## src/source/base_r_rx_macros.svh

```systemverilog
// widths, sync headers, 64b/66b block type codes and CRC-32 constants
`ifndef BASE_R_RX_MACROS_SVH
`define BASE_R_RX_MACROS_SVH

`define BASER_DATA_W 32
`define BASER_KEEP_W 4
`define BASER_HDR_W 2
`define BASER_PKT_LEN_W 16

// sync headers, bit 0 first on the line
`define BASER_SYNC_DATA 2'b10
`define BASER_SYNC_CTRL 2'b01

`define BASER_BT_CTRL 8'h1e
`define BASER_BT_START_0 8'h78
`define BASER_BT_TERM_0 8'h87
`define BASER_BT_TERM_1 8'h99
`define BASER_BT_TERM_2 8'haa
`define BASER_BT_TERM_3 8'hb4
`define BASER_BT_TERM_4 8'hcc
`define BASER_BT_TERM_5 8'hd2
`define BASER_BT_TERM_6 8'he1
`define BASER_BT_TERM_7 8'hff

// legal codes that close a frame but never open one here
`define BASER_BT_OS_4 8'h2d
`define BASER_BT_START_4 8'h33
`define BASER_BT_OS_START 8'h66
`define BASER_BT_OS_04 8'h55
`define BASER_BT_OS_0 8'h4b

`define BASER_CRC_POLY 32'hedb88320
// register value once the FCS has gone through, no final inversion
`define BASER_CRC_RESIDUE 32'hdebb20e3

`endif

```

## src/source/base_r_rx_pkg.sv

```systemverilog
// shared types for the half-block union, decoded word, output beat, status and frame states
`default_nettype none
`include "base_r_rx_macros.svh"

package base_r_rx_pkg;

    // one half-block, read as plain bytes or as a control block head
    typedef union packed {
        logic [`BASER_KEEP_W-1:0][7:0] bytes;
        struct packed {
            logic [`BASER_DATA_W-9:0] payload;
            // block type is the first byte on the line
            logic [7:0]               block_type;
        } ctrl;
    } baser_word_u;

    typedef struct packed {
        logic [`BASER_DATA_W-1:0] data;
        logic [`BASER_KEEP_W-1:0] lane_en;
        logic                     start;
        logic                     term;
        logic                     framing_err;
    } dec_word_t;

    typedef struct packed {
        logic [`BASER_DATA_W-1:0] tdata;
        logic [`BASER_KEEP_W-1:0] tkeep;
        logic                     tlast;
        logic                     tuser;
    } rx_beat_t;

    typedef struct packed {
        logic                        pkt_good;
        logic                        pkt_bad;
        logic                        err_bad_fcs;
        logic                        err_framing;
        logic [`BASER_PKT_LEN_W-1:0] pkt_len;
    } rx_stat_t;

    typedef enum logic [1:0] {
        FRAME_IDLE,
        FRAME_PREAMBLE,
        FRAME_PAYLOAD
    } frame_state_e;

endpackage

`default_nettype wire

```

## src/source/base_r_rx.sv

```systemverilog
// 10GBASE-R frame receiver top with block decoder, CRC byte lanes and frame checker
`default_nettype none
`include "base_r_rx_macros.svh"

module base_r_rx
    import base_r_rx_pkg::*;
(
    input  wire logic                    clk,
    input  wire logic                    reset_crc,
    input  wire baser_word_u             rx_data,
    input  wire logic [`BASER_HDR_W-1:0] rx_hdr,
    input  wire logic                    rx_hdr_valid,
    input  wire logic                    cfg_rx_enable,
    output logic                         rx_valid,
    output rx_beat_t                     rx_beat,
    output logic                         rx_start_packet,
    output rx_stat_t                     rx_stat,
    output logic                         stat_rx_err_bad_block
);

    dec_word_t                      dec_word;
    logic [31:0]                    crc_state;
    // entry 0 is the frame CRC, entry i+1 the value after lane i
    logic [`BASER_KEEP_W:0][31:0]   crc_chain;

    block_decoder i_decoder (
        .clk                   (clk),
        .reset_crc             (reset_crc),
        .rx_data               (rx_data),
        .rx_hdr                (rx_hdr),
        .rx_hdr_valid          (rx_hdr_valid),
        .dec_word              (dec_word),
        .stat_rx_err_bad_block (stat_rx_err_bad_block)
    );

    assign crc_chain[0] = crc_state;

    for (genvar i = 0; i < `BASER_KEEP_W; i++) begin : g_crc_lane
        crc_byte_stage i_stage (
            .crc_in    (crc_chain[i]),
            .data_byte (dec_word.data[8*i +: 8]),
            .lane_en   (dec_word.lane_en[i]),
            .crc_out   (crc_chain[i+1])
        );
    end

    frame_checker i_checker (
        .clk             (clk),
        .reset_crc       (reset_crc),
        .cfg_rx_enable   (cfg_rx_enable),
        .dec_word        (dec_word),
        .crc_out         (crc_chain[`BASER_KEEP_W:1]),
        .crc_state       (crc_state),
        .rx_valid        (rx_valid),
        .rx_beat         (rx_beat),
        .rx_start_packet (rx_start_packet),
        .rx_stat         (rx_stat)
    );

endmodule

`default_nettype wire

```

## src/source/block_decoder.sv

```systemverilog
// 64b/66b block decoder with terminate realignment, framing and bad-block flags
`default_nettype none
`include "base_r_rx_macros.svh"

module block_decoder
    import base_r_rx_pkg::*;
(
    input  wire logic                    clk,
    input  wire logic                    reset_crc,
    input  wire baser_word_u             rx_data,
    input  wire logic [`BASER_HDR_W-1:0] rx_hdr,
    input  wire logic                    rx_hdr_valid,
    output dec_word_t                    dec_word,
    output logic                         stat_rx_err_bad_block
);

    baser_word_u              in_word;
    logic [`BASER_HDR_W-1:0]  in_hdr;
    logic                     in_first;

    // how the second half of the current block is handled
    logic [`BASER_KEEP_W-1:0] hi_lane_en;
    logic [`BASER_KEEP_W-1:0] hi_lane_en_next;
    logic                     hi_shift;
    logic                     hi_shift_next;
    logic                     hi_term;
    logic                     hi_term_next;
    logic                     hi_data;
    logic                     hi_data_next;

    logic                     frame_open;
    logic                     frame_open_next;
    logic                     term_ahead;
    logic                     term_ahead_next;
    dec_word_t                dec_next;
    logic                     bad_next;

    logic                     is_start;
    logic                     is_known;
    logic                     term_any;
    logic                     term_hi;
    logic [1:0]               term_cnt;
    logic [`BASER_KEEP_W-1:0] term_lanes;
    logic                     next_is_term0;

    function automatic logic [`BASER_DATA_W-1:0] byte_mask(input logic [`BASER_KEEP_W-1:0] en);
        logic [`BASER_DATA_W-1:0] mask;
        mask = '0;
        for (int i = 0; i < `BASER_KEEP_W; i++) begin
            mask[8*i +: 8] = {8{en[i]}};
        end
        return mask;
    endfunction

    always_comb begin
        is_start = 1'b0;
        is_known = 1'b1;
        term_any = 1'b1;
        term_hi = 1'b0;
        term_cnt = 2'd0;
        case (in_word.ctrl.block_type)
            `BASER_BT_START_0: begin
                is_start = 1'b1;
                term_any = 1'b0;
            end
            `BASER_BT_TERM_0: term_cnt = 2'd0;
            `BASER_BT_TERM_1: term_cnt = 2'd1;
            `BASER_BT_TERM_2: term_cnt = 2'd2;
            `BASER_BT_TERM_3: term_cnt = 2'd3;
            `BASER_BT_TERM_4: term_hi = 1'b1;
            `BASER_BT_TERM_5: begin
                term_hi = 1'b1;
                term_cnt = 2'd1;
            end
            `BASER_BT_TERM_6: begin
                term_hi = 1'b1;
                term_cnt = 2'd2;
            end
            `BASER_BT_TERM_7: begin
                term_hi = 1'b1;
                term_cnt = 2'd3;
            end
            `BASER_BT_CTRL, `BASER_BT_OS_4, `BASER_BT_START_4,
            `BASER_BT_OS_START, `BASER_BT_OS_04, `BASER_BT_OS_0: term_any = 1'b0;
            default: begin
                is_known = 1'b0;
                term_any = 1'b0;
            end
        endcase
    end

    assign term_lanes = 4'b1111 >> (3'd4 - {1'b0, term_cnt});

    // lookahead for a lane-0 terminate right after a data block
    assign next_is_term0 = rx_hdr_valid && rx_hdr == `BASER_SYNC_CTRL &&
                           rx_data.ctrl.block_type == `BASER_BT_TERM_0;

    always_comb begin
        dec_next = '0;
        dec_next.data = in_word;
        bad_next = 1'b0;
        frame_open_next = frame_open;
        term_ahead_next = 1'b0;
        hi_lane_en_next = hi_lane_en;
        hi_shift_next = hi_shift;
        hi_term_next = hi_term;
        hi_data_next = hi_data;

        if (in_first) begin
            hi_lane_en_next = '0;
            hi_shift_next = 1'b0;
            hi_term_next = 1'b0;
            hi_data_next = 1'b0;
            if (in_hdr == `BASER_SYNC_DATA) begin
                dec_next.lane_en = '1;
                dec_next.framing_err = !frame_open;
                hi_lane_en_next = '1;
                hi_data_next = frame_open;
            end else if (in_hdr == `BASER_SYNC_CTRL && term_any) begin
                frame_open_next = 1'b0;
                if (term_hi) begin
                    // D3 is the first byte of the next half-block
                    dec_next.data = {rx_data.bytes[0], in_word[31:8]};
                    dec_next.lane_en = '1;
                    dec_next.term = frame_open && term_cnt == 2'd0;
                    dec_next.framing_err = !frame_open;
                    hi_lane_en_next = term_lanes;
                    hi_shift_next = 1'b1;
                    hi_term_next = frame_open && term_cnt != 2'd0;
                end else if (term_cnt != 2'd0) begin
                    dec_next.data = byte_mask(term_lanes) & {8'd0, in_word[31:8]};
                    dec_next.lane_en = term_lanes;
                    dec_next.term = frame_open;
                    dec_next.framing_err = !frame_open;
                end else begin
                    // the frame was already closed on the previous data word
                    dec_next.framing_err = !term_ahead;
                end
            end else begin
                dec_next.start = in_hdr == `BASER_SYNC_CTRL && is_start;
                dec_next.framing_err = frame_open;
                frame_open_next = in_hdr == `BASER_SYNC_CTRL && is_start;
                bad_next = in_hdr != `BASER_SYNC_CTRL || !is_known;
            end
        end else begin
            if (hi_shift) begin
                dec_next.data = byte_mask(hi_lane_en) & {8'd0, in_word[31:8]};
            end
            dec_next.lane_en = hi_lane_en;
            dec_next.term = hi_term || (hi_data && next_is_term0);
            if (hi_data && next_is_term0) begin
                frame_open_next = 1'b0;
                term_ahead_next = 1'b1;
            end
        end
    end

    always_ff @(posedge clk) begin
        in_word <= rx_data;
        in_hdr <= rx_hdr;
        in_first <= rx_hdr_valid;
        hi_lane_en <= hi_lane_en_next;
        hi_shift <= hi_shift_next;
        hi_term <= hi_term_next;
        hi_data <= hi_data_next;
        frame_open <= frame_open_next;
        term_ahead <= term_ahead_next;
        dec_word <= dec_next;
        stat_rx_err_bad_block <= bad_next;

        if (reset_crc) begin
            in_first <= 1'b0;
            hi_lane_en <= '0;
            hi_shift <= 1'b0;
            hi_term <= 1'b0;
            hi_data <= 1'b0;
            frame_open <= 1'b0;
            term_ahead <= 1'b0;
            dec_word.lane_en <= '0;
            dec_word.start <= 1'b0;
            dec_word.term <= 1'b0;
            dec_word.framing_err <= 1'b0;
            stat_rx_err_bad_block <= 1'b0;
        end
    end

endmodule

`default_nettype wire

```

## src/source/crc_byte_stage.sv

```systemverilog
// one byte of the reflected Ethernet CRC-32 update, bypassed when the lane is off
`default_nettype none
`include "base_r_rx_macros.svh"

module crc_byte_stage (
    input  wire logic [31:0] crc_in,
    input  wire logic [7:0]  data_byte,
    input  wire logic        lane_en,
    output logic [31:0]      crc_out
);

    logic [31:0] crc_step;

    // bit-serial form, lsb of the byte first
    always_comb begin
        crc_step = crc_in ^ {24'd0, data_byte};
        for (int i = 0; i < 8; i++) begin
            if (crc_step[0]) begin
                crc_step = (crc_step >> 1) ^ `BASER_CRC_POLY;
            end else begin
                crc_step = crc_step >> 1;
            end
        end
    end

    assign crc_out = lane_en ? crc_step : crc_in;

endmodule

`default_nettype wire

```

## src/source/frame_checker.sv

```systemverilog
// frame FSM with preamble drop, beat and status generation and CRC residue check
`default_nettype none
`include "base_r_rx_macros.svh"

module frame_checker
    import base_r_rx_pkg::*;
(
    input  wire logic                           clk,
    input  wire logic                           reset_crc,
    input  wire logic                           cfg_rx_enable,
    input  wire dec_word_t                      dec_word,
    input  wire logic [`BASER_KEEP_W-1:0][31:0] crc_out,
    output logic [31:0]                         crc_state,
    output logic                                rx_valid,
    output rx_beat_t                            rx_beat,
    output logic                                rx_start_packet,
    output rx_stat_t                            rx_stat
);

    frame_state_e                state;
    frame_state_e                state_next;
    logic [31:0]                 crc_next;
    logic [31:0]                 crc_end;
    logic [2:0]                  lane_cnt;
    logic                        fcs_ok;
    logic [`BASER_PKT_LEN_W-1:0] byte_cnt;
    logic [`BASER_PKT_LEN_W-1:0] byte_cnt_next;
    logic                        valid_next;
    logic                        start_next;
    rx_beat_t                    beat_next;
    rx_stat_t                    stat_next;

    // CRC after the last enabled lane of this word
    always_comb begin
        case (dec_word.lane_en)
            4'b0000: begin
                lane_cnt = 3'd0;
                crc_end = crc_state;
            end
            4'b0001: begin
                lane_cnt = 3'd1;
                crc_end = crc_out[0];
            end
            4'b0011: begin
                lane_cnt = 3'd2;
                crc_end = crc_out[1];
            end
            4'b0111: begin
                lane_cnt = 3'd3;
                crc_end = crc_out[2];
            end
            default: begin
                lane_cnt = 3'd4;
                crc_end = crc_out[3];
            end
        endcase
    end

    assign fcs_ok = crc_end == `BASER_CRC_RESIDUE;

    always_comb begin
        state_next = state;
        crc_next = crc_state;
        byte_cnt_next = byte_cnt;
        valid_next = 1'b0;
        start_next = 1'b0;
        stat_next = '0;
        beat_next.tdata = dec_word.data;
        beat_next.tkeep = dec_word.lane_en;
        beat_next.tlast = 1'b0;
        beat_next.tuser = 1'b0;

        case (state)
            FRAME_IDLE: begin
                crc_next = '1;
                byte_cnt_next = '0;
                if (cfg_rx_enable && dec_word.framing_err) begin
                    stat_next.err_framing = 1'b1;
                end else if (cfg_rx_enable && dec_word.start) begin
                    state_next = FRAME_PREAMBLE;
                end
            end
            FRAME_PREAMBLE: begin
                // rest of the preamble and the SFD, nothing to deliver
                if (dec_word.framing_err) begin
                    stat_next.err_framing = 1'b1;
                    state_next = FRAME_IDLE;
                end else begin
                    start_next = 1'b1;
                    state_next = FRAME_PAYLOAD;
                end
            end
            FRAME_PAYLOAD: begin
                valid_next = |dec_word.lane_en;
                byte_cnt_next = byte_cnt + `BASER_PKT_LEN_W'(lane_cnt);
                crc_next = crc_end;
                if (dec_word.framing_err) begin
                    // abort closes the frame on this word
                    valid_next = 1'b1;
                    beat_next.tkeep = '1;
                    beat_next.tlast = 1'b1;
                    beat_next.tuser = 1'b1;
                    byte_cnt_next = byte_cnt + `BASER_PKT_LEN_W'(`BASER_KEEP_W);
                    stat_next.pkt_bad = 1'b1;
                    stat_next.err_framing = 1'b1;
                    stat_next.pkt_len = byte_cnt_next;
                    crc_next = '1;
                    state_next = FRAME_IDLE;
                end else if (dec_word.term) begin
                    beat_next.tlast = 1'b1;
                    beat_next.tuser = !fcs_ok;
                    stat_next.pkt_good = fcs_ok;
                    stat_next.pkt_bad = !fcs_ok;
                    stat_next.err_bad_fcs = !fcs_ok;
                    stat_next.pkt_len = byte_cnt_next;
                    crc_next = '1;
                    state_next = FRAME_IDLE;
                end
            end
            default: begin
                state_next = FRAME_IDLE;
            end
        endcase
    end

    always_ff @(posedge clk) begin
        state <= state_next;
        crc_state <= crc_next;
        byte_cnt <= byte_cnt_next;
        rx_valid <= valid_next;
        rx_beat <= beat_next;
        rx_start_packet <= start_next;
        rx_stat <= stat_next;

        if (reset_crc) begin
            state <= FRAME_IDLE;
            crc_state <= '1;
            byte_cnt <= '0;
            rx_valid <= 1'b0;
            rx_start_packet <= 1'b0;
            rx_stat <= '0;
        end
    end

endmodule

`default_nettype wire

```

## config.mk

```make
export PLATFORM = sky130hd
export DESIGN_NAME = base_r_rx
export DESIGN_NICKNAME = d
export VERILOG_FILES = /design/src/source/base_r_rx_pkg.sv /design/src/source/base_r_rx.sv /design/src/source/block_decoder.sv /design/src/source/crc_byte_stage.sv /design/src/source/frame_checker.sv
export VERILOG_INCLUDE_DIRS = /design/src /design/src/source
export SDC_FILE = /design/constraint.sdc
export NUM_CORES = 1
export LEC_CHECK = 0
export BUFFER_PORTS_ARGS = -buffer_cell sky130_fd_sc_hd__buf_4
export CAP_MARGIN = 20
export CORE_MARGIN = 3
export CORE_UTILIZATION = 45
export CTS_CLUSTER_DIAMETER = 60
export DETAILED_ROUTE_END_ITERATION = 16
export GPL_TIMING_DRIVEN = 0
export HOLD_SLACK_MARGIN = 0.03
export SETUP_SLACK_MARGIN = 0.05
export SYNTH_ARGS = -nofsm -noshare
export SYNTH_HDL_FRONTEND = slang
export SYNTH_HIERARCHICAL = 1
export SYNTH_SLANG_ARGS = --single-unit
```

## constraint.sdc

```tcl
create_clock -name clk -period 10.99 [get_ports clk]
set_clock_uncertainty 0.15 [all_clocks]
set_input_delay 0.5495 -clock clk [delete_from_list [all_inputs] [get_ports clk]]
set_output_delay 0.5495 -clock clk [all_outputs]
set_load 0.005 [all_outputs]
```

### Word-level counts from Yosys, hierarchy flattened

Index checks and enable logic that the tools add are counted.

* reduce and logical (&&, ||, !) cells: 38
* shifts and indexed selects: 1
* bitwise logic cells: 42
* add/sub/neg operators: 3
* eq/ne operators: 30
* multiplexer cells: 97

Operators by type and width (number)
* 32-bit two-way mux: 40
* 13-bit NOT with 14-bit output: 32
* 36-bit two-way mux: 4
* 32-bit one-hot mux with 4 select lines: 1
* 32-bit by 8-bit XOR with 32-bit output: 4
* 8-bit equality test (second input constant): 9
* 32-bit by 24-bit AND with 32-bit output: 2
* 32-bit one-hot mux with 2 select lines: 1
* 16-bit two-way mux: 3
* 32-bit equality test (second input constant): 1
* 8-bit by 7-bit equality test with 1-bit output (second input constant): 4
* 16-bit one-hot mux with 2 select lines: 1
* 1-bit two-way mux: 28
* 4-bit two-way mux: 5
* 2-bit two-way mux: 9
* 16-bit by 3-bit adder with 16-bit output: 1
* 16-bit by 3-bit adder with 16-bit output (second input constant): 1
* 8-bit by 6-bit equality test with 1-bit output (second input constant): 2
* 2-bit OR reduction: 8
* 4-bit OR reduction: 4
* 15-bit OR reduction: 1
* 2-bit one-hot mux with 3 select lines: 2
* 3-bit one-hot mux with 4 select lines: 1
* 1-bit logical AND: 9
* 23 further kinds: 38

* output and inout port bits: 61
* flip-flop bits (word level): 194
* input port bits: 38
* logic and storage cells: 240

### Logic depth before layout (Yosys ltp)

* depth after elaboration: 78
* gate-level depth with buffers: 21
* mapped depth without buffers: 21

### By module

Netlist, hierarchy kept.

By module, submodules not included
* crc_byte_stage: cells each 107, area an instance 1345.0 µm², instances 4, sequential area each 0.0 µm²
* frame_checker: cells each 540, area an instance 5086.1 µm², instances 1, sequential area each 2202.1 µm²
* block_decoder: cells each 282, area an instance 2966.6 µm², instances 1, sequential area each 1681.6 µm²

### Worst setup path after synthesis

OpenSTA, ideal clock, no wires.

* path kind: reg-to-reg
* start: register i_checker.crc_state[6]
* end: register i_checker/rx_beat[0] (netlist name)
* clock period less this slack: 6.466 ns
* stages on the path, launching flop included: 22
* path buffers: 0
* slack: 4.524 ns
* setup time: 0.136 ns
* data required time: 10.704 ns
* data arrival time: 6.180 ns
* cell sequence: dfxtp_1 -> xor2_4 -> xor2_4 -> xor3_4 -> mux2_2 -> xnor2_2 -> xor2_1 -> xnor2_1 -> mux2_2 -> xnor2_2 -> xnor2_1 -> xor3_4 -> mux2_2 -> xnor2_2 -> xor2_1 -> xnor3_1 -> mux2_2 -> o31ai_1 -> o221ai_1 -> or4bb_1 -> nor4_1 -> a31oi_1

RTL lines
* from (decl): RTL line frame_checker.sv:13 `output logic [31:0] crc_state,`
* from (signal assigned): RTL line frame_checker.sv:128 `crc_state <= crc_next;`

==> qor.log <==
qor: layout.drive_gt1_share 23.4%
qor: drt.drtAntennaViolNets 0
qor: clock_network.clock_tree.buffer_depth 2
qor: critical_path.regToRegStartpoint i_decoder/dec_word[14]
qor: place.placed_cells_incl_taps 1,732
qor: critical_path.setup.worst_path.start i_decoder/dec_word[14]
qor: critical_path.slowest_cell_on_the_critical_path xnor2_2
qor: sta.unrepaired_setup_endpoints_after_global_routing false
qor: global_route.antenna_found_initial 0
qor: critical_path.critical_path.most_common_cell xnor2_2
qor: synthesis.synthDominantCellAreaShare 28.9%
qor: synthesis.netlist-cell-type-count 84
qor: synthesis.dominantRegCellSynth dfxtp_1
qor: min_path.whs_endpoint i_decoder/in_word[23]
qor: place.numPortBuffers 98
qor: sta.slew_headroom 32.7%
qor: min_path.hold_path.class input pin to flip-flop
qor: global_route.grt_pass1_vias 10,149
qor: drt.detail_route.vias_per_cell 5.86
qor: global_route.first_pass_grt_wire_length 65.1 mm
qor: clock_network.cts.reportedPaths.clkPinSlew 0.08 ns
qor: clock_network.cts_tree yes
qor: layout.stdcell_count 1,765
qor: floorplanning.starting_utilization_of_the_core_area 46.2%
qor: sta.worstMarginPinSlew 0.984 ns
qor: layout.nets 1,415
qor: drt.drt-total-wl 44.1 mm
qor: critical_path.arrival 8.57 ns
qor: floorplanning.chipHeight 179 µm
qor: clock_network.worst_skew_pair.late_latency 0.44 ns
qor: synthesis.syn-mean-instance-area 10.7 µm²
qor: sta.timing_max_transition_violations_final 0
qor: floorplanning.placement_row_count 62
qor: min_path.whs_path_depth 1
qor: floorplanning.core_area 0.0291 mm²
qor: sta.post-route-min-period 8.42 ns
qor: global_route.grt.total_usage 27.8%
qor: sta.timing_hold_violations_final 0
qor: power_and_ir_drop.total_leakage_power 6.20 nW
qor: synthesis.synthesis.nets 1,297
qor: layout.multiInputGateArea 0.00906 mm²
qor: sta.final_cycle_utilization_of_the_critical_path 76.6%
qor: run_status.result_of_the_run completed
qor: synthesis.ys_seq_elements 194
qor: layout.number_of_fill_cells 2,672
qor: sta.setup_tns 0 ns
qor: critical_path.worstSetupPathType flip-flop to flip-flop
qor: clock_network.clk_tree_root_cell clkbuf_16
qor: layout.seqCellArea 0.00388 mm²
qor: synthesis.synth_async_sr_flop_share 0%
qor: run.cap_violations 0
qor: floorplanning.io_pins 99
qor: critical_path.worstPathMaxFanout 7
qor: global_route.gr-total-overflow 0
qor: sta.final-setup-viol-count 0
qor: synthesis.synth_area_leaders dfxtp_1 (29%), mux2_2 (7.7%), xnor3_1 (6.7%)
qor: global_route.grt_max_degree 22
qor: drt.drt-pass1-iter-count 5
qor: place.gp_routability_congestion 0.968
qor: power_and_ir_drop.report.power.total 2.61 mW
qor: critical_path.worst_setup_path_start_kind flip-flop
qor: critical_path.worst-r2r-setup-slack 2.57 ns
qor: drt.vias 10,339
qor: drt.detail_route.iter0.violations 985
qor: min_path.holdCritStartpoint rx_data[23]
qor: clock_network.tritoncts_num_sinks 194
qor: clock_network.cts_max_level 4
qor: layout.fin_util 52.5%
qor: synthesis.synth_area 0.0134 mm²
qor: synthesis.netlist.top_cell.by_area dfxtp_1
qor: place.placed_wire_length_estimate 35.8 mm
qor: synthesis.yosys_warnings 6
qor: floorplanning.fp.dieArea 0.0320 mm²
qor: critical_path.crit_path_cell_trace xnor2_2, xnor2_2, xor3_1, mux2_2, xnor2_2, xnor2_1, xnor2_1, mux2_2, xnor2_2, xnor2_2, xor3_1, mux2_2, xnor2_2, xnor3_1, xnor3_1, a21oi_1, a2bb2oi_1, o2111ai_1, nor4_1, a31oi_1
qor: layout.count_of_antenna_diodes_in_the_layout 0
qor: critical_path.end_kind flip-flop
qor: sta.achievable-frequency 119 MHz
qor: drt.drc 0
qor: synthesis.number_of_synthesized_flops_with_an_enable_pin 0
qor: synthesis.syn_inst 1,250
qor: power_and_ir_drop.power.density 171 mW/mm²
qor: layout.syn_to_final_growth 13.7%
qor: critical_path.critical_path.reg2reg.endpoint i_checker/rx_stat[18]
qor: critical_path.worstRegToRegCells 20
qor: critical_path.critPathRequiredTime 11.14 ns
qor: power_and_ir_drop.power.ir.vdd_worst 0.121 mV
qor: floorplanning.chipWidth 179 µm
qor: synthesis.synth_seq_area_share 28.9%
qor: drt.post_drt_wl_per_cell 25.0 µm
qor: clock_network.cts_inserted_buffers 17
qor: critical_path.critical_path.max_stage_delay 0.64 ns
## cell usage after synthesis, drive strengths merged, types with 7 or more instances
cell      n
o31ai    17
o221ai   12
a22oi    29
buf      28
nor2     82
xnor2   142
nand4    13
a21oi    79
nor2b    13
nand2    41
xnor3    40
o21ai    21
dfxtp   194
xor3     36
a221o     7
mux2i    35
a221oi    7
or3       7
ha        8
mux2     96
nor4bb    7
inv      23
o22a     24
nor3      9
nand3    16
o22ai    15
a22o     28
nand2b   14
xor2     49
nor4     13
clkbuf   52
## report_power, final
group          leakage [nW]  internal [mW]  switching (mW)  total (mW)
sequential             1.60          0.727          0.0258       0.752
combinational          4.31          0.652           0.575        1.23
clock                 0.288          0.309           0.319       0.628
total                  6.20           1.69           0.920        2.61
## worst max path at each step
stage                            endpoint  slack (ns)  depth (start not counted)
finish              i_checker/rx_stat[18]        2.57                         20
global route        i_checker/rx_stat[18]        2.33                         20
CTS                 i_checker/rx_stat[18]        2.66                         20
detailed placement  i_checker/rx_stat[18]        2.71                         20
global placement    i_checker/rx_stat[18]        2.65                         20
floorplan            i_checker/rx_beat[0]        4.52                         21
## worst max-delay path, delay by kind of cell (launching register included)
kind,cells,cell delay [ns]
compound gates,4,0.96
flops,1,0.48
simple gates,1,0.62
xor+xnor,12,4.99
mux,3,1.05
## through the flow
step	hold WS (ns)	cell area, µm²	setup WS [ns]
final	0.0568	15300	2.57
after global routing	0.0343	15300	2.33
after CTS	0.0384	15300	2.66
after detailed placement	0.231	14600	2.71
after global placement	0.229	14600	2.65
after floorplan	0.223	13400	4.52
## layout by cell type (no fill, tap or decap), types with 8 or more instances in the layout
| cell | synthesis | routed |
|---|---|---|
| buf_1 | 15 | 15 |
| xnor2_4 | 8 | 8 |
| o31ai_1 | 17 | 17 |
| xnor3_1 | 40 | 40 |
| nor2b_1 | 12 | 12 |
| o22ai_1 | 15 | 15 |
| nand4_1 | 13 | 13 |
| a22oi_1 | 29 | 29 |
| o221ai_1 | 12 | 12 |
| clkbuf_16 | 0 | 17 |
| o21ai_0 | 18 | 18 |
| nor3_1 | 8 | 8 |
| xor3_1 | 24 | 24 |
| nor2_1 | 81 | 81 |
| xnor2_1 | 102 | 102 |
| inv_1 | 22 | 22 |
| nand3_1 | 16 | 16 |
| xor2_4 | 8 | 8 |
| xor3_4 | 12 | 12 |
| a21oi_1 | 77 | 77 |
| clkbuf_1 | 48 | 48 |
| buf_4 | 1 | 99 |
| o22a_1 | 24 | 24 |
| nand2b_1 | 14 | 14 |
| xor2_1 | 41 | 41 |
| dfxtp_1 | 194 | 194 |
| ha_1 | 8 | 8 |
| mux2_2 | 92 | 92 |
| mux2i_1 | 35 | 35 |
| a22o_1 | 28 | 28 |
| xnor2_2 | 32 | 32 |
| nor4_1 | 12 | 12 |
| nand2_1 | 41 | 41 |
## layer usage
metal / routed length (µm) / track usage (%) / part of all wire, %
met2: 21100 / 45.8 / 48
met3: 2020 / 3.43 / 4.6
met1: 19200 / 37.2 / 44
met4: 1760 / 11.2 / 4.0
met5: 0 / 0 / 0
## what timing repair did
| action | 4_1_cts | 5_1_grt |
|---|---|---|
| resized for setup | 0 | 0 |
| hold endpoints to repair | 0 | 1 |
| buffers inserted | 0 | 0 |
| setup endpoints to repair | 0 | 0 |
| hold buffers | 0 | 1 |
## cell type report
class	instances	share of cell area (%)
buffer	80	2.60
clock buffer	17	2.79
clock inverter	15	1.22
inverter	23	0.582
multi-input combinational	953	59.4
sequential	194	25.4
tap	384	3.15
timing repair buffer	99	4.88
## flip-flops by register name, summed over array words and instances, names as in the netlist, 2 cells and up
signal and flops:
i_checker/crc_state 32, i_checker/rx_stat 20, i_decoder/in_word 32, i_decoder/in_hdr 2, i_decoder/dec_word 39, i_checker/rx_beat 38
i_decoder/hi_lane_en 4, i_checker/byte_cnt 16, i_checker/state 2
## logic make-up (layout without fill, tap and decap cells)
family / count (synthesis) / count (layout) / synth area share [%]
AOI/OAI and AO/OA: 293 / 293 / 15.7
xor gates and xnor gates: 267 / 267 / 29.9
and+or+nand+nor: 253 / 253 / 10.2
DFF: 194 / 194 / 28.9
muxes: 131 / 131 / 10.8
buffers and inverters: 103 / 234 / 3.61
adders and majority gates: 9 / 9 / 0.894
Power figures use the tool's default switching activity.
